===== src/design/busCyclePkg.sv =====
// Bus cycle and PCI access codes
package busCyclePkg;

  //////////////////////////////////////////////////
  // 68040 transfer attributes
  //////////////////////////////////////////////////

  // TT1..TT0 of the local bus
  typedef enum logic [1:0] {
    normal       = 2'b00,
    move16       = 2'b01,
    alternate    = 2'b10,
    interruptAck = 2'b11
  } transferType;

  // TM2..TM0, meaning depends on the transfer type
  typedef logic [2:0] transferMod;

  // Alternate space modifiers used for PCI config cycles
  localparam transferMod conf0Mod = 3'b000;
  localparam transferMod conf1Mod = 3'b011;

  //////////////////////////////////////////////////
  // PCI access type
  //////////////////////////////////////////////////

  // Access type   bit1  bit0
  // config 0       0     0
  // config 1       0     1
  // memory         1     0
  // io             1     1
  typedef enum logic [1:0] {
    config0 = 2'b00,
    config1 = 2'b01,
    memory  = 2'b10,
    io      = 2'b11
  } pciAccessType;

endpackage


===== src/design/addrMapPkg.sv =====
// Amiga address map constants
package addrMapPkg;

  //////////////////////////////////////////////////
  // Zorro II fixed regions
  //////////////////////////////////////////////////

  // Bits 31..24 of the 16 MB Zorro II window
  localparam logic [7:0] zorro2Top = 8'h00;

  // Bits 23..16 of the 64k regions
  localparam logic [7:0] ciaRegion        = 8'hBF;
  localparam logic [7:0] regRegion        = 8'hDF;
  localparam logic [7:0] autoconfigRegion = 8'hE8;

  // Bits 23..19, reset vector ROM and high ROM at F8..FF
  localparam logic [4:0] romLowRegion = 5'b00000;
  localparam logic [4:0] romHiRegion  = 5'b11111;

  // Bits 23..21, 2 MB of chip RAM
  localparam logic [2:0] chipRamRegion = 3'b000;

  // Bits 23..17, clock at DC..DD
  localparam logic [6:0] rtcRegion = 7'b1101110;

  // Bits 23..19 of the flash banks A8, B0, E0, F0
  // Index is the bank number
  localparam logic [3:0][4:0] flashRegions = {5'h1E, 5'h1C, 5'h16, 5'h15};

  // Bits 31..16 of the interrupt acknowledge cycle
  localparam logic [15:0] autovectorTop = 16'hFFFF;

  //////////////////////////////////////////////////
  // Prometheus window and autoconfig
  //////////////////////////////////////////////////

  // Bits 27..20 inside the 256 MB window
  localparam logic [7:0] proConf0Region = 8'hFC;
  localparam logic [7:0] proConf1Region = 8'hFD;
  localparam logic [7:0] proIoRegion    = 8'hFE;

  // Base register widths, bridge 64k, ATA 128k, Prometheus 256 MB
  localparam int bridgeBaseWidth = 8;
  localparam int ataBaseWidth    = 7;
  localparam int proBaseWidth    = 4;

  // Autoconfig write registers
  localparam logic [7:0] acZ3BaseOffset = 8'h44;
  localparam logic [7:0] acBaseOffset   = 8'h48;
  localparam logic [7:0] acShutUpOffset = 8'h4C;

endpackage

===== src/design/amigaPciDecode.sv =====
// Amiga PCI bridge address decode
module amigaPciDecode #(
  parameter int ciaSetupCycles = 3,
  parameter int ciaHoldCycles  = 4
) (
  input  logic                      CLK40,
  input  logic                      RESETn,
  input  logic [31:12]              addr,
  input  logic                      rnW,
  input  busCyclePkg::transferType  tt,
  input  busCyclePkg::transferMod   tm,
  input  logic                      transferStart,
  input  logic                      ovl,
  input  logic [7:0]                data,
  input  logic                      writeStrobe,
  output logic                      romEnN,
  output logic                      ramSpaceN,
  output logic                      regSpaceN,
  output logic                      ciaCs0N,
  output logic                      ciaCs1N,
  output logic                      rtcSpace,
  output logic                      autovector,
  output logic                      ataSpace,
  output logic                      ataEnN,
  output logic                      priCs0,
  output logic                      priCs1,
  output logic                      secCs0,
  output logic                      secCs1,
  output logic                      bridgeRegEnN,
  output logic                      proEnN,
  output busCyclePkg::pciAccessType accessType,
  output logic                      flashSpace,
  output logic [1:0]                flashBank,
  output logic                      configured,
  output logic                      ciaAck
);
  import addrMapPkg::*;

  logic                       ciaSpace;
  logic                       autoconfigSpace;
  logic                       ciaEnable;
  logic [bridgeBaseWidth-1:0] bridgeBase;
  logic [ataBaseWidth-1:0]    ataBase;
  logic [proBaseWidth-1:0]    proBase;
  logic [7:0]                 acOffset;

  // Bus is 4k grained, so the autoconfig register index rides on A15..A12
  // Index 1, 2, 3 rebuilds offsets 44, 48, 4C
  assign acOffset = {2'b01, addr[15:12], 2'b00};

  addressDecode addressDecode_i (
    .CLK40           (CLK40),
    .RESETn          (RESETn),
    .addr            (addr),
    .rnW             (rnW),
    .tt              (tt),
    .tm              (tm),
    .ovl             (ovl),
    .ciaEnable       (ciaEnable),
    .configured      (configured),
    .bridgeBase      (bridgeBase),
    .ataBase         (ataBase),
    .proBase         (proBase),
    .romEnN          (romEnN),
    .ramSpaceN       (ramSpaceN),
    .regSpaceN       (regSpaceN),
    .ciaSpace        (ciaSpace),
    .ciaCs0N         (ciaCs0N),
    .ciaCs1N         (ciaCs1N),
    .rtcSpace        (rtcSpace),
    .autoconfigSpace (autoconfigSpace),
    .autovector      (autovector),
    .ataSpace        (ataSpace),
    .ataEnN          (ataEnN),
    .priCs0          (priCs0),
    .priCs1          (priCs1),
    .secCs0          (secCs0),
    .secCs1          (secCs1),
    .bridgeRegEnN    (bridgeRegEnN),
    .proEnN          (proEnN),
    .accessType      (accessType),
    .flashSpace      (flashSpace),
    .flashBank       (flashBank)
  );

  autoconfigChain autoconfigChain_i (
    .CLK40           (CLK40),
    .RESETn          (RESETn),
    .autoconfigSpace (autoconfigSpace),
    .offset          (acOffset),
    .data            (data),
    .writeStrobe     (writeStrobe),
    .bridgeBase      (bridgeBase),
    .ataBase         (ataBase),
    .proBase         (proBase),
    .configured      (configured)
  );

  ciaCycle #(
    .ciaSetupCycles (ciaSetupCycles),
    .ciaHoldCycles  (ciaHoldCycles)
  ) ciaCycle_i (
    .CLK40         (CLK40),
    .RESETn        (RESETn),
    .ciaSpace      (ciaSpace),
    .transferStart (transferStart),
    .ciaEnable     (ciaEnable),
    .ciaAck        (ciaAck)
  );

endmodule


===== src/design/ciaCycle.sv =====
// CIA cycle timer
module ciaCycle #(
  parameter int ciaSetupCycles = 3,
  parameter int ciaHoldCycles  = 4
) (
  input  logic CLK40,
  input  logic RESETn,
  input  logic ciaSpace,
  input  logic transferStart,
  output logic ciaEnable,
  output logic ciaAck
);

  // Counter holds at most the larger phase length minus one
  localparam int cntMax   = (ciaSetupCycles > ciaHoldCycles) ? ciaSetupCycles : ciaHoldCycles;
  localparam int cntWidth = (cntMax > 1) ? $clog2(cntMax) : 1;

  typedef enum logic [1:0] {
    phaseIdle,
    phaseSetup,
    phaseHold
  } ciaPhase;

  ciaPhase             phase;
  logic [cntWidth-1:0] count;

  //////////////////////////////////////////////////
  // Phase sequencer
  //////////////////////////////////////////////////

  // Fixed counts stand in for the E clock
  always_ff @(posedge CLK40) begin
    if (!RESETn) begin
      phase <= phaseIdle;
      count <= '0;
    end else begin
      case (phase)
        phaseIdle: begin
          // New access only from idle
          if (ciaSpace && transferStart) begin
            phase <= phaseSetup;
            count <= cntWidth'(ciaSetupCycles - 1);
          end
        end
        phaseSetup: begin
          if (count == '0) begin
            phase <= phaseHold;
            count <= cntWidth'(ciaHoldCycles - 1);
          end else begin
            count <= count - 1'b1;
          end
        end
        phaseHold: begin
          if (count == '0) begin
            phase <= phaseIdle;
          end else begin
            count <= count - 1'b1;
          end
        end
        default: begin
          phase <= phaseIdle;
        end
      endcase
    end
  end

  // Enable window is the hold phase
  assign ciaEnable = phase == phaseHold;
  // Ack in the last window cycle
  assign ciaAck    = ciaEnable && (count == '0);

endmodule


===== src/design/autoconfigChain.sv =====
// Autoconfig base address chain
module autoconfigChain (
  input  logic                                   CLK40,
  input  logic                                   RESETn,
  input  logic                                   autoconfigSpace,
  input  logic [7:0]                             offset,
  input  logic [7:0]                             data,
  input  logic                                   writeStrobe,
  output logic [addrMapPkg::bridgeBaseWidth-1:0] bridgeBase,
  output logic [addrMapPkg::ataBaseWidth-1:0]    ataBase,
  output logic [addrMapPkg::proBaseWidth-1:0]    proBase,
  output logic                                   configured
);
  import addrMapPkg::*;

  // Board order in the chain
  localparam logic [1:0] boardBridge = 2'd0;
  localparam logic [1:0] boardAta    = 2'd1;
  localparam logic [1:0] boardPro    = 2'd2;
  localparam logic [1:0] boardDone   = 2'd3;

  logic [1:0] boardPtr;
  logic       acWrite;
  logic       baseWrite;
  logic       z3BaseWrite;
  logic       shutUpWrite;
  logic       advance;

  //////////////////////////////////////////////////
  // Register writes
  //////////////////////////////////////////////////

  // Writes are ignored once the chain is done
  assign acWrite     = autoconfigSpace && writeStrobe && !configured;
  assign baseWrite   = acWrite && (offset == acBaseOffset);
  assign z3BaseWrite = acWrite && (offset == acZ3BaseOffset);
  assign shutUpWrite = acWrite && (offset == acShutUpOffset);

  // Z2 boards finish on the 48 write
  // The Z3 board finishes on the high byte at 44
  always_comb begin
    case (boardPtr)
      boardBridge,
      boardAta: advance = baseWrite || shutUpWrite;
      boardPro: advance = z3BaseWrite || shutUpWrite;
      default:  advance = 1'b0;
    endcase
  end

  //////////////////////////////////////////////////
  // Board pointer and bases
  //////////////////////////////////////////////////

  always_ff @(posedge CLK40) begin
    if (!RESETn) begin
      boardPtr <= boardBridge;
    end else if (advance) begin
      boardPtr <= boardPtr + 2'd1;
    end
  end

  // A shut up board keeps zero
  // Zero is the not configured marker for the decoder
  always_ff @(posedge CLK40) begin
    if (!RESETn) begin
      bridgeBase <= '0;
      ataBase    <= '0;
      proBase    <= '0;
    end else begin
      case (boardPtr)
        boardBridge: begin
          if (baseWrite) begin
            bridgeBase <= data;
          end
        end
        boardAta: begin
          // 128k board, bit 0 of the byte is below its grain
          if (baseWrite) begin
            ataBase <= data[7 -: ataBaseWidth];
          end
        end
        boardPro: begin
          // Only A31..A28 matter for a 256 MB board
          if (z3BaseWrite) begin
            proBase <= data[7 -: proBaseWidth];
          end
        end
        default: begin
        end
      endcase
    end
  end

  // Pointer past the last board
  assign configured = boardPtr == boardDone;

endmodule


===== src/design/addressDecode.sv =====
// Local bus address decoder
module addressDecode (
  input  logic                                   CLK40,
  input  logic                                   RESETn,
  input  logic [31:12]                           addr,
  input  logic                                   rnW,
  input  busCyclePkg::transferType               tt,
  input  busCyclePkg::transferMod                tm,
  input  logic                                   ovl,
  input  logic                                   ciaEnable,
  input  logic                                   configured,
  input  logic [addrMapPkg::bridgeBaseWidth-1:0] bridgeBase,
  input  logic [addrMapPkg::ataBaseWidth-1:0]    ataBase,
  input  logic [addrMapPkg::proBaseWidth-1:0]    proBase,
  output logic                                   romEnN,
  output logic                                   ramSpaceN,
  output logic                                   regSpaceN,
  output logic                                   ciaSpace,
  output logic                                   ciaCs0N,
  output logic                                   ciaCs1N,
  output logic                                   rtcSpace,
  output logic                                   autoconfigSpace,
  output logic                                   autovector,
  output logic                                   ataSpace,
  output logic                                   ataEnN,
  output logic                                   priCs0,
  output logic                                   priCs1,
  output logic                                   secCs0,
  output logic                                   secCs1,
  output logic                                   bridgeRegEnN,
  output logic                                   proEnN,
  output busCyclePkg::pciAccessType              accessType,
  output logic                                   flashSpace,
  output logic [1:0]                             flashBank
);
  import addrMapPkg::*;
  import busCyclePkg::*;

  logic zorro2Space;
  logic lowRom;
  logic hiRom;
  logic ataCs0;
  logic ataCs1;
  logic ataEnable;
  logic proWindow;
  logic flashHit;

  //////////////////////////////////////////////////
  // Chip set regions
  //////////////////////////////////////////////////

  // Every Zorro II select is qualified here, reset included
  assign zorro2Space = RESETn && (addr[31:24] == zorro2Top);

  // Low ROM only under overlay
  // Kickstart runs from high ROM before it drops ovl
  assign lowRom = (addr[23:19] == romLowRegion) && ovl;
  assign hiRom  = addr[23:19] == romHiRegion;
  assign romEnN = !(zorro2Space && (lowRom || hiRom));

  // Chip RAM takes low memory back once overlay is off
  assign ramSpaceN = !(zorro2Space && !ovl && (addr[23:21] == chipRamRegion));
  assign regSpaceN = !(zorro2Space && (addr[23:16] == regRegion));

  // CIA space goes to the cycle timer
  assign ciaSpace = zorro2Space && (addr[23:16] == ciaRegion);
  // A12 picks the odd CIA, A13 the even one
  assign ciaCs0N  = !(ciaEnable && !addr[12]);
  assign ciaCs1N  = !(ciaEnable && !addr[13]);

  assign rtcSpace        = zorro2Space && (addr[23:17] == rtcRegion);
  assign autoconfigSpace = zorro2Space && (addr[23:16] == autoconfigRegion);

  // Interrupts are all autovectored
  assign autovector = RESETn && (tt == interruptAck) && (addr[31:16] == autovectorTop);

  //////////////////////////////////////////////////
  // ATA port
  //////////////////////////////////////////////////

  // A16 A15 A14 A13 A12   select
  //  0   0   0   0   1    priCs0
  //  0   0   1   0   1    priCs1
  //  0   0   0   1   0    secCs0
  //  0   0   1   1   0    secCs1
  assign ataCs0 = (addr[16:15] == 2'b00) && (addr[13:12] == 2'b01);
  assign ataCs1 = (addr[16:15] == 2'b00) && (addr[13:12] == 2'b10);
  assign priCs0 = !addr[14] && ataCs0;
  assign priCs1 = addr[14] && ataCs0;
  assign secCs0 = !addr[14] && ataCs1;
  assign secCs1 = addr[14] && ataCs1;

  // 128k board, zero base means shut up
  assign ataSpace = zorro2Space && configured && (|ataBase) && (addr[23:17] == ataBase);

  // ROM visible until the first write, ports after that
  assign ataEnN = !(ataSpace && ataEnable);

  always_ff @(posedge CLK40) begin
    if (!RESETn) begin
      ataEnable <= 1'b0;
    end else if (ataSpace && !rnW) begin
      ataEnable <= 1'b1;
    end
  end

  //////////////////////////////////////////////////
  // PCI bridge
  //////////////////////////////////////////////////

  // Bridge registers, 64k in Zorro II
  assign bridgeRegEnN = !(zorro2Space && configured && (|bridgeBase)
                          && (addr[23:16] == bridgeBase));

  // Prometheus window, 256 MB in Zorro III
  assign proWindow = RESETn && configured && (|proBase) && (addr[31:28] == proBase);
  assign proEnN    = !proWindow;

  // Window config and io regions first, then alternate space cycles
  always_comb begin
    accessType = memory;
    if (!RESETn) begin
      accessType = config0;
    end else if (proWindow && (addr[27:20] == proConf0Region)) begin
      accessType = config0;
    end else if (proWindow && (addr[27:20] == proConf1Region)) begin
      accessType = config1;
    end else if (proWindow && (addr[27:20] == proIoRegion)) begin
      accessType = io;
    end else if ((tt == alternate) && (tm == conf0Mod)) begin
      accessType = config0;
    end else if ((tt == alternate) && (tm == conf1Mod)) begin
      accessType = config1;
    end
  end

  //////////////////////////////////////////////////
  // Flash
  //////////////////////////////////////////////////

  // Four 512k banks
  always_comb begin
    flashHit = 1'b0;
    for (int i = 0; i < 4; i++) begin
      if (addr[23:19] == flashRegions[i]) begin
        flashHit = 1'b1;
      end
    end
  end

  assign flashSpace = zorro2Space && flashHit;
  // Bank number straight from A22 and A20
  assign flashBank  = {addr[22], addr[20]};

endmodule


===== config.mk =====
export PLATFORM = sky130hd
export DESIGN_NAME = amigaPciDecode
export DESIGN_NICKNAME = d
export VERILOG_FILES = /design/src/design/busCyclePkg.sv /design/src/design/addrMapPkg.sv /design/src/design/amigaPciDecode.sv /design/src/design/ciaCycle.sv /design/src/design/autoconfigChain.sv /design/src/design/addressDecode.sv
export SDC_FILE = /design/constraint.sdc
export NUM_CORES = 1
export LEC_CHECK = 0
export BUFFER_PORTS_ARGS = -buffer_cell sky130_fd_sc_hd__buf_2
export CAP_MARGIN = 20
export CORE_ASPECT_RATIO = 0.9
export CORE_MARGIN = 2
export CORE_UTILIZATION = 50
export DETAILED_ROUTE_END_ITERATION = 7
export PLACE_DENSITY_LB_ADDON = 0.25
export REMOVE_ABC_BUFFERS = 1
export SYNTH_ARGS = -nofsm -noshare
export SYNTH_HDL_FRONTEND = slang
export SYNTH_SLANG_ARGS = --single-unit

===== constraint.sdc =====
create_clock -name CLK40 -period 3.18 [get_ports CLK40]
set_input_delay 0.636 -clock CLK40 [delete_from_list [all_inputs] [get_ports CLK40]]
set_output_delay 0.636 -clock CLK40 [all_outputs]
set_load 0.02 [all_outputs]

==> results of run 1 <==
==> power by group through the flow <==
| stage | clock network [uW] | logic [uW] | registers [uW] |
|---|---|---|---|
| after global placement | 0 | 147 | 343 |
| after CTS | 218 | 150 | 335 |
| after detailed placement | 0 | 148 | 342 |
| final | 218 | 152 | 335 |
| after global routing | 235 | 168 | 336 |
| after floorplan | 0 | 79.2 | 342 |
==> cells by family (layout without fill, tap and decap cells) <==
group                      after synthesis  after routing  synth area share [%]
AOI/OAI and AO/OA                       56             56                  16.4
DFF                                     26             26                  25.7
and+or+nand+nor                        120            120                  34.3
xor gates and xnor gates                19             19                  8.21
buffers and inverters                   28             78                  6.30
muxes                                    6              6                  2.96
adders and majority gates               10             10                  6.17
==> state kept, by name, summed over array words and instances, names as in the netlist <==
signal	cells
addressDecode_i.ataEnable	1
ciaCycle_i.count	2
autoconfigChain_i.proBase	4
autoconfigChain_i.bridgeBase	8
autoconfigChain_i.boardPtr	2
ciaCycle_i.phase	2
autoconfigChain_i.ataBase	7
==> per-layer routing <==
metal | vias up | part of all wire (%) | wire length [um]
met4 | 0 | 1.5 | 82
met3 | 11 | 7.3 | 407
met2 | 87 | 43 | 2420
met1 | 1018 | 48 | 2670
li1 | 1072 | - | -
met5 | - | 0 | 0
==> cells in the mapped netlist, types with 7 or more instances <==
master    n  area [um2]
a21oi_1  21         105
buf_2     9        45.0
dfxtp_1  26         521
ha_1     10         125
inv_1    10        37.5
nand2_1  18        67.6
nand3_1  22         110
nand4_1  17         106
nor2_1   15        56.3
nor3_1   10        50.1
nor4_1    7        43.8
o21ai_0  19        95.1
xnor2_1  13         114
==> through the flow <==
stage	setup WS, ns	cell area, um2	hold slack, ns	total power, uW	std cells
2_1_floorplan	0.412	1940	0.438	421	247
3_3_place_gp	0.584	2320	0.448	490	357
3_5_place_dp	0.526	2320	0.459	491	357
4_1_cts	0.473	2380	0.478	703	361
5_1_grt	0.232	2380	0.496	739	361
6_report	0.458	2380	0.474	705	361
==> worst register-to-register path, cell delays in order, from the launching register on <==
cell and delay, ns:
dfxtp_1 0.35, ha_1 0.35, nor3_1 0.28, and4_1 0.66, nand3_1 0.21, a21oi_1 0.19
==> worst max path at each step <==
stage                                       start             to  slack, ns  depth (start not counted)
finish                                   addr[28]       rtcSpace       0.46                          6
global route        autoconfigChain_i.boardPtr[0]  accessType[0]       0.23                          6
CTS                 autoconfigChain_i.boardPtr[0]  accessType[0]       0.47                          6
detailed placement                       addr[28]       rtcSpace       0.53                          6
global placement                         addr[28]       rtcSpace       0.58                          6
floorplan                                addr[30]         ataEnN       0.41                          4
==> area by class of cell <==
type / instances / area [um2]
Fill cell: 334 / 1430
Multi-Input combinational cell: 211 / 1380
Sequential cell: 26 / 520
Timing Repair Buffer: 64 / 330
Tap cell: 46 / 57.6
Clock buffer: 4 / 55.1
Inverter: 10 / 37.5
==> summary.md, run 1 <==
| Metric | Value |
|---|---|
| Outcome | `complete, no violations` |
| Fin. Hold Viols | `0` |
| Max-cap viol count | `0` |
| Reg-to-reg slack, setup | `roughly 1.1 ns` |
| DRC viols | `0` |
| Crit-path cells | `buf_2, nor3b_4, nand3_2, nor3_1, nor3b_1, buf_2` |
| Core ar. | `roughly 3800 um2` |
| WHS Path Cells | `2` |
| Slowest cell on the critical path | `nor3b_4` |
| Post-synth top flop | `dfxtp_1` |
| CTS buffer count | `3` |
| Post-DRT Antenna Nets | `0` |
| PwrDens | `between 200 and 300 nW/um2` |
| Global-route wire length before repair | `9290 um` |
| Finished Core Util | `a little over three fifths` |
| Commonest non-fill, non-tap cells in the layout | `buf_2 (60), dfxtp_1 (26), nand3_1 (22)` |
| Netlist cell types | `39` |
| Crit start category | `input pin` |
| CTS Buffer Depth | `2` |
| Mapped Cells | `265` |
| Most common cell on crit path | `buf_2` |
| Pleak | `between 0.0009 and 0.001 uW` |
| Minimum clock period | `between 2 and 3 ns` |
| Sequential element share of the synthesized area | `25.7%` |
| Initial DRT Pass Iterations | `4` |
| FMAX | `about 0.37 GHz` |
| Clk_lat worst skew | `about 0.27 ns` |
| # IOs | `61` |
| PostCTS Resize Cnt | `0` |
| CP max FO | `10` |
| Reg clk slew, reported paths | `0.09 ns` |
| Tcrit/Tclk final | `between 80 and 90%` |
| Cell Rows | `21` |
| Slew Viols, Final | `0` |
| Layout cells sized above 1 | `around 23%` |
| Crit path max-delay family | `simple AND/OR/NAND/NOR gates` |
| Busiest grt layer | `met1` |
| Most common cell after layout, fill and taps aside | `buf_2` |
| Critical Path End Type | `primary output` |
| Via count | `approximately 2.2k` |
| Met3 Usage GRT | `under 10%` |
| Seq pwr share | `between 40% and 50%` |
| Worst slew margin | `approximately 56%` |
| Synth Cell Area | `about 2000 um2` |
| Final #Nets | `approximately 370` |
| Logic pwr share | `21.5%` |
| # setup viols final | `0` |
| Setup CP Type | `input pin to primary output` |
| CTS tree | `yes` |
| Vias in the first global route | `about 2.0k` |
| Clock power share | `31.0%` |
| Type of the worst min-delay path | `flop to flop` |
| Final Routed Wirelength | `between 5000 and 6000 um` |
| P&R area growth vs syn | `17.4%` |
| P_int | `between 500 and 600 uW` |
| Post-CTS setup buffers | `0` |
| Grt met2 use | `a little under two fifths` |
| Synth async-reset ratio | `0%` |
| Post-synth EDFFs | `0` |
| WP data arrival | `around 2.1 ns` |
| Worst Skew | `~0.0055 ns` |
| Root Driver | `clkbuf_8` |
| WP buf/inv | `2` |
| Syn Area/Cell | `~7.6 um2` |
| Die extent in x | `71.1 um` |
| Count of warnings emitted by yosys | `0` |
| Port Buf Inserts | `60` |
| Die area | `between 4000 and 5000 um2` |
| Total negative setup slack | `0 ns` |
| Reg2reg end | `autoconfigChain_i.bridgeBase[1]` |
| Seq cells post-synth | `26` |
| GRT Total Usage | `25.3%` |
| Largest net degree at the start of global routing | `22` |
| # clock sinks | `26` |
| Met1 Track Usage GR | `a little under two fifths` |
| GPL Wtd Cong | `0.837` |
| Cts hold-fix bufs | `0` |
| Switching portion of total power | `around 29%` |
| Starting Density | `between 50% and 60%` |
| Max rail drop VDD | `approximately 0.16 mV` |
| Least-Margin Pin Slew | `0.649 ns` |
| Unrepaired setup endpoints after global routing | `false` |
| Worst R2R Start | `autoconfigChain_i.boardPtr[0]` |
| Max stage delay on crit path | `0.44 ns` |
| CTS H-Tree Depth | `1` |
| Crit path required time | `2.54 ns` |
| Via-to-Cell Ratio | `6.06` |
| DP HPWL | `approximately 4300 um` |
| Worst Reg2Reg Path Length in Cells | `5` |
| Die Y-Extent | `about 64 um` |
| DR WL/cell | `around 15 um` |
| Congestion Overflow GR | `0` |
| Initial DRC count | `between 150 and 200` |
| Antenna violations before repair | `0` |
| Net load switching power | `slightly above 200 uW` |
| Endpoint, Worst Hold | `ciaCycle_i.count[1]` |
| Diode count | `0` |
| Hold path start | `ciaCycle_i.count[1]` |
No activity file was read; power rests on OpenSTA's default activity.
==> run 2, diff against run 1 <==
CELL_PAD_IN_SITES_DETAIL_PLACEMENT = 1   (was unset)
CELL_PAD_IN_SITES_GLOBAL_PLACEMENT = 1   (was unset)
CORE_UTILIZATION = 40   (was 50)
HOLD_SLACK_MARGIN = 0.05   (was unset)
==> summary.md, run 2 (synthesis results as in run 1) <==
| Metric | Value |
|---|---|
| Outcome | `complete, no violations (unchanged)` |
| Worst R2R Start | `autoconfigChain_i.boardPtr[0] (unchanged)` |
| WP data arrival | `2.04 ns (was 2.09 ns)` |
| PostCTS Resize Cnt | `0 (unchanged)` |
| Worst slew margin | `54.2% (was 56.4%)` |
| Starting Density | `41.7% (was 53.2%)` |
| Crit path required time | `2.54 ns (about the same)` |
| Setup CP Type | `input pin to primary output (unchanged)` |
| Max rail drop VDD | `0.114 mV (was 0.162 mV)` |
| Reg-to-reg slack, setup | `0.98 ns (was 1.09 ns)` |
| Global-route wire length before repair | `10500 um (was 9290 um)` |
| Via count | `2153 (was 2188)` |
| Die area | `5650 um2 (was 4580 um2)` |
| Final Routed Wirelength | `6450 um (was 5580 um)` |
| Port Buf Inserts | `60 (unchanged)` |
| Crit start category | `input pin (unchanged)` |
| DRC viols | `0 (unchanged)` |
| Initial DRT Pass Iterations | `4 (unchanged)` |
| GRT Total Usage | `23.5% (was 25.3%)` |
| CTS Buffer Depth | `2 (unchanged)` |
| # clock sinks | `26 (unchanged)` |
| Commonest non-fill, non-tap cells in the layout | `buf_2 (60), dfxtp_1 (26), nand3_1 (22) (unchanged)` |
| Cts hold-fix bufs | `0 (unchanged)` |
| Finished Core Util | `49.4% (was 62.5%)` |
| Core ar. | `4860 um2 (was 3810 um2)` |
| Layout cells sized above 1 | `23.2% (unchanged)` |
| GPL Wtd Cong | `0.875 (was 0.837)` |
| Congestion Overflow GR | `0 (unchanged)` |
| PwrDens | `297 nW/um2 (was 296 nW/um2)` |
| P&R area growth vs syn | `18.6% (was 17.4%)` |
| Final #Nets | `365 (unchanged)` |
| DP HPWL | `5160 um (was 4270 um)` |
| # setup viols final | `0 (unchanged)` |
| Antenna violations before repair | `0 (unchanged)` |
| CTS tree | `yes (unchanged)` |
| CTS H-Tree Depth | `1 (unchanged)` |
| CP max FO | `10 (unchanged)` |
| Regs by FF count | `autoconfigChain_i.bridgeBase (8), autoconfigChain_i.ataBase (7), autoconfigChain_i.proBase (4) (unchanged)` |
| Post-CTS setup buffers | `0 (unchanged)` |
| Unrepaired setup endpoints after global routing | `false (unchanged)` |
| Fillers | `654 (was 334)` |
| Clk_lat worst skew | `0.28 ns (was 0.27 ns)` |
| Largest net degree at the start of global routing | `22 (unchanged)` |
| Initial DRC count | `106 (was 152)` |
| Vias in the first global route | `2148 (was 1963)` |
| Worst Skew | `0.00589 ns (was 0.00549 ns)` |
| Type of the worst min-delay path | `flop to flop (unchanged)` |
| Via-to-Cell Ratio | `5.67 (was 6.06)` |
| Tcrit/Tclk final | `84.3% (was 85.6%)` |
| DR WL/cell | `17.0 um (was 15.5 um)` |
| Max-cap viol count | `0 (unchanged)` |
| Max reg flops | `8 (unchanged)` |
| Critical Path End Type | `primary output (unchanged)` |
| Reg clk slew, reported paths | `0.09 ns (about the same)` |
| Reg2reg end | `autoconfigChain_i.ataBase[0] (was autoconfigChain_i.bridgeBase[1])` |
| Post-DRT Antenna Nets | `0 (unchanged)` |
| Reg with most FFs | `autoconfigChain_i.bridgeBase (unchanged)` |
| Minimum clock period | `2.68 ns (was 2.72 ns)` |
| CTS buffer count | `3 (unchanged)` |
| Cell Rows | `24 (was 21)` |
| Die Y-Extent | `71.5 um (was 64.4 um)` |
| Pleak | `0.000917 uW (was 0.000915 uW)` |
| FMAX | `0.373 GHz (was 0.367 GHz)` |
| Least-Margin Pin Slew | `0.681 ns (was 0.649 ns)` |
| Diode count | `0 (unchanged)` |
| Worst Reg2Reg Path Length in Cells | `6 (was 5)` |
| Most common cell after layout, fill and taps aside | `buf_2 (unchanged)` |
| Slew Viols, Final | `0 (unchanged)` |
| # IOs | `61 (unchanged)` |
| Root Driver | `clkbuf_8 (unchanged)` |
| Worst setup endpoint | `rtcSpace (unchanged)` |
| Fin. Hold Viols | `0 (unchanged)` |
| CP Launch Point | `addr[28] (unchanged)` |
| Die extent in x | `79.0 um (was 71.1 um)` |
| Total negative setup slack | `0 ns (unchanged)` |
-- run 2: cell counts in the layout (fill, tap and decap cells not counted) --
Identical to the previous run, type by type.
-- run 2: per-stage QoR --
| step | std cells | worst slack, ns | total power (uW) | hold slack (ns) | area [um2] |
|---|---|---|---|---|---|
| 2_1_floorplan | 247 | 0.412 | 421 | 0.438 | 1940 |
| 3_3_place_gp | 376 | 0.560 | 497 | 0.454 | 2350 |
| 3_5_place_dp | 376 | 0.511 | 500 | 0.462 | 2350 |
| 4_1_cts | 380 | 0.502 | 717 | 0.474 | 2400 |
| 5_1_grt | 380 | 0.351 | 744 | 0.515 | 2400 |
| 6_report | 380 | 0.499 | 714 | 0.478 | 2400 |
-- run 2: final cells by class --
type	instances	area [um2]	share of cell area [%]
Tap cell	65	81.3	3.38
Sequential cell	26	520	21.7
Inverter	10	37.5	1.56
Multi-Input combinational cell	211	1380	57.4
Clock buffer	4	55.1	2.29
Timing Repair Buffer	64	330	13.7
-- run 2: worst max-delay path, stage by stage --
cell     delay (ns)
buf_2          0.14
nor3b_4        0.39
nand3_2        0.21
nor3_1         0.22
nor3b_1        0.25
buf_2          0.21
-- run 2: report_power, final --
| part | switching, uW | internal, uW |
|---|---|---|
| logic | 96.7 | 61.6 |
| registers | 4.62 | 331 |
| clock network | 109 | 111 |
| total | 210 | 503 |
-- run 2: worst min path at each step --
stage                        startpoint                  end  slack (ns)  cells after the start
floorplan           ciaCycle_i.count[1]  ciaCycle_i.count[1]        0.44                      2
global placement    ciaCycle_i.count[1]  ciaCycle_i.count[1]        0.45                      2
detailed placement  ciaCycle_i.count[1]  ciaCycle_i.count[1]        0.46                      2
CTS                 ciaCycle_i.count[1]  ciaCycle_i.count[1]        0.47                      2
global route        ciaCycle_i.count[1]  ciaCycle_i.count[1]        0.52                      2
finish              ciaCycle_i.count[1]  ciaCycle_i.count[1]        0.48                      2
-- run 2: routing by layer --
metal / part of all wire [%] / global-route usage [%]
met1: 47 / 32.3
met2: 46 / 39.0
met3: 5.8 / 3.78
met4: 0.87 / 5.17
met5: 0 / 0
==> run 3, diff against run 2 <==
ABC_AREA = 1   (was unset)
CORE_UTILIZATION = 32   (was 40)
clock period = 2.35 ns   (was 3.18 ns; I/O delays follow)
==> summary.md, run 3 <==
| Metric | Value |
|---|---|
| Final #Nets | `460 (was 365)` |
| Vias in the first global route | `2303 (was 2148)` |
| Final instance area | `2580 um2 (was 2400 um2)` |
| Port Buf Inserts | `60 (unchanged)` |
| Syn Area/Cell | `6.02 um2 (was 7.65 um2)` |
| Fin. Hold Viols | `0 (unchanged)` |
| Layout cells sized above 1 | `20.5% (was 23.2%)` |
| Netlist cell types | `30 (was 39)` |
| Reg clk slew, reported paths | `0.10 ns (was 0.09 ns)` |
| Via-to-Cell Ratio | `4.69 (was 5.67)` |
| Post-synth EDFFs | `0 (unchanged)` |
| Placement Cell Area | `2490 um2 (was 2350 um2)` |
| CTS H-Tree Depth | `1 (unchanged)` |
| Via count | `2346 (was 2153)` |
| PwrDens | `375 nW/um2 (was 297 nW/um2)` |
| Yosys top cell by area | `dfxtp_1 (unchanged)` |
| # clock sinks | `26 (unchanged)` |
| Initial DRC count | `77 (was 106)` |
| Top cells by area, synth | `dfxtp_1 (25%), nand2_1 (16%), nor2_1 (15%) (was dfxtp_1 (26%), ha_1 (6.2%), xnor2_1 (5.6%))` |
| P&R area growth vs syn | `22.3% (was 18.6%)` |
| Crit path required time | `1.88 ns (was 2.54 ns)` |
| Max stage delay on crit path | `0.38 ns (was 0.39 ns)` |
| Max-cap viol count | `0 (unchanged)` |
| # setup viols final | `0 (unchanged)` |
| Least-Margin Pin Slew | `0.283 ns (was 0.681 ns)` |
| Minimum clock period | `between 2 and 2.5 ns` |
| Total negative setup slack | `0 ns (unchanged)` |
| Synth Cell Area | `2110 um2 (was 2030 um2)` |
| Area of the multi-input gates | `1350 um2 (was 1380 um2)` |
| Sequential element share of the synthesized area | `24.7% (was 25.7%)` |
| CTS buffer count | `3 (unchanged)` |
| Largest net degree at the start of global routing | `22 (unchanged)` |
| Count of warnings emitted by yosys | `0 (unchanged)` |
| Top-count cell post-synth | `nand2_1 (was dfxtp_1)` |
| Max reg flops | `8 (unchanged)` |
| Pleak | `0.00139 uW (was 0.000917 uW)` |
| Tcrit/Tclk final | `92.5%` |
| GRT Total Usage | `18.4% (was 23.5%)` |
| Congestion Overflow GR | `0 (unchanged)` |
| Unrepaired setup endpoints after global routing | `false (unchanged)` |
| Slew Viols, Final | `0 (unchanged)` |
| Die area | `7250 um2 (was 5650 um2)` |
| Commonest cells post-synth | `nand2_1 (92), nor2_1 (83), inv_1 (46), dfxtp_1 (26), nand3_1 (18) (was dfxtp_1 (26), nand3_1 (22), a21oi_1 (21), o21ai_0 (19), nand2_1 (18))` |
| CP max FO | `4 (was 10)` |
| FMAX | `0.460 GHz` |
| DP HPWL | `5340 um (was 5160 um)` |
| Type of the worst min-delay path | `input pin to flop (was flop to flop)` |
| Post-DRT Antenna Nets | `0 (unchanged)` |
| Starting Density | `32.5% (was 41.7%)` |
| Antenna violations before repair | `0 (unchanged)` |
| Pre-CTS WS | `0.177 ns (was 0.511 ns)` |
| Max rail drop VDD | `0.220 mV (was 0.114 mV)` |
| Outcome | `complete, no violations (unchanged)` |
| Fillers | `917 (was 654)` |
| WP data arrival | `1.70 ns (was 2.04 ns)` |
| Regs by FF count | `autoconfigChain_i.bridgeBase (8), autoconfigChain_i.ataBase (7), autoconfigChain_i.proBase (4) (unchanged)` |
| Crit-path cells | `ha_2, nand2_1, a21oi_4, nand4_1, nand2_1, nand3_1, nor2_1, buf_2 (was buf_2, nor3b_4, nand3_2, nor3_1, nor3b_1, buf_2)` |
| Commonest non-fill, non-tap cells in the layout | `nand2_1 (92), nor2_1 (83), buf_2 (60) (was buf_2 (60), dfxtp_1 (26), nand3_1 (22))` |
| CTS Buffer Depth | `2 (unchanged)` |
| FF+latch area | `520 um2 (unchanged)` |
| Post-synth top area share | `24.7% (was 25.7%)` |
| Seq cells post-synth | `26 (unchanged)` |
| Core ar. | `6480 um2 (was 4860 um2)` |
| Cell Rows | `28 (was 24)` |
| DR WL/cell | `12.7 um (was 17.0 um)` |
| Crit start category | `flop (was input pin)` |
| Setup CP Type | `flop to primary output (was input pin to primary output)` |
| Mapped Cells | `350 (was 265)` |
| Final worst slack | `0.177 ns (was 0.499 ns)` |
| Worst slew margin | `81.0% (was 54.2%)` |
| Synth async-reset ratio | `0% (unchanged)` |
| Most common cell after layout, fill and taps aside | `nand2_1 (was buf_2)` |
| Most common cell on crit path | `nand2_1 (was buf_2)` |
| PnR Total Power | `967 uW (was 714 uW)` |
| Final Routed Wirelength | `6340 um (was 6450 um)` |
| Global-route wire length before repair | `10500 um (about the same)` |
| Initial DRT Pass Iterations | `4 (unchanged)` |
| CTS tree | `yes (unchanged)` |
| Worst Skew | `0.00440 ns (was 0.00589 ns)` |
| Diode count | `0 (unchanged)` |
| DRC viols | `0 (unchanged)` |
| Slowest cell on the critical path | `dfxtp_1 (was nor3b_4)` |
| Critical Path End Type | `primary output (unchanged)` |
| # IOs | `61 (unchanged)` |
| Root Driver | `clkbuf_8 (unchanged)` |
| Die Y-Extent | `81.0 um (was 71.5 um)` |
| GPL Wtd Cong | `0.863 (was 0.875)` |
| Cts hold-fix bufs | `0 (unchanged)` |
| Clk_lat worst skew | `0.28 ns (about the same)` |
| Die extent in x | `89.5 um (was 79.0 um)` |
| Reg with most FFs | `autoconfigChain_i.bridgeBase (unchanged)` |
| Post-synth top flop | `dfxtp_1 (unchanged)` |
[run 3: cell count changes in the layout (fill, tap and decap cells not counted), sizes merged, moves of 6 or more]
cell	change
a21oi	-14
inv	+38
mux2i	-6
nand2	+76
nor2	+71
nor4	-8
o21ai	-13
xnor2	-10
[run 3: cell families after synthesis]
| family | synth area share (%) |
|---|---|
| and+or+nand+nor | 48.0 |
| AOI/OAI and AO/OA | 4.63 |
| adders and majority gates | 5.94 |
| buffers and inverters | 11.7 |
| xor gates and xnor gates | 4.99 |
| DFF | 24.7 |
[run 3: area by class of cell]
class                   instances  area share [%]
clock buffers                   3            1.60
multi-input cells             267            52.5
well taps                      90            4.37
clock inverters                 1            1.17
repair buffers                 65            13.1
inverters                      48            6.99
flip-flops and latches         26            20.2
[run 3: report_power, final]
part           total (uW)  switching (uW)  internal (uW)
clock                 383             155            229
combinational         143            91.5           51.7
sequential            440          0.0187            440
total                 967             246            720
[run 3: routing by layer]
| metal | track usage [%] | vias to the layer above | part of all wire, % |
|---|---|---|---|
| li1 | - | 1201 | - |
| met1 | 25.5 | 1076 | 50 |
| met2 | 30.1 | 64 | 44 |
| met3 | 2.13 | 5 | 5.0 |
| met4 | 5.52 | 0 | 1.1 |
| met5 | 0 | - | 0 |
[run 3: critical path: cells and delay by family, from the launching register on]
family | cells | cell delay, ns
DFF | 1 | 0.38
buffers and inverters | 1 | 0.16
adders and majority gates | 1 | 0.21
and+or+nand+nor | 5 | 0.50
AOI/OAI and AO/OA | 1 | 0.16
[run 3: final timing paths]
kind                            startpoint                         endpoint  slack, ns  cells after the start
max          autoconfigChain_i.boardPtr[0]                    accessType[1]       0.18                      8
min                                data[0]  autoconfigChain_i.bridgeBase[0]       0.41                      3
min reg2reg      addressDecode_i.ataEnable        addressDecode_i.ataEnable       0.48                      2
max reg2reg  autoconfigChain_i.boardPtr[0]  autoconfigChain_i.bridgeBase[6]       0.61                      8
[run 3: what timing repair did]
item,CTS,global route
setup buffers,0,0
setup endpoints to repair,0,2
resized for setup,0,3
[run 3: per-stage QoR]
step | hold WS, ns | instances | utilization, %
global route | 0.427 | 500 | 39.7
global placement | 0.467 | 496 | 38.4
CTS | 0.406 | 500 | 39.5
floorplan | 0.430 | 341 | -
detailed placement | 0.474 | 496 | 38.4
finish | 0.411 | 500 | 39.7
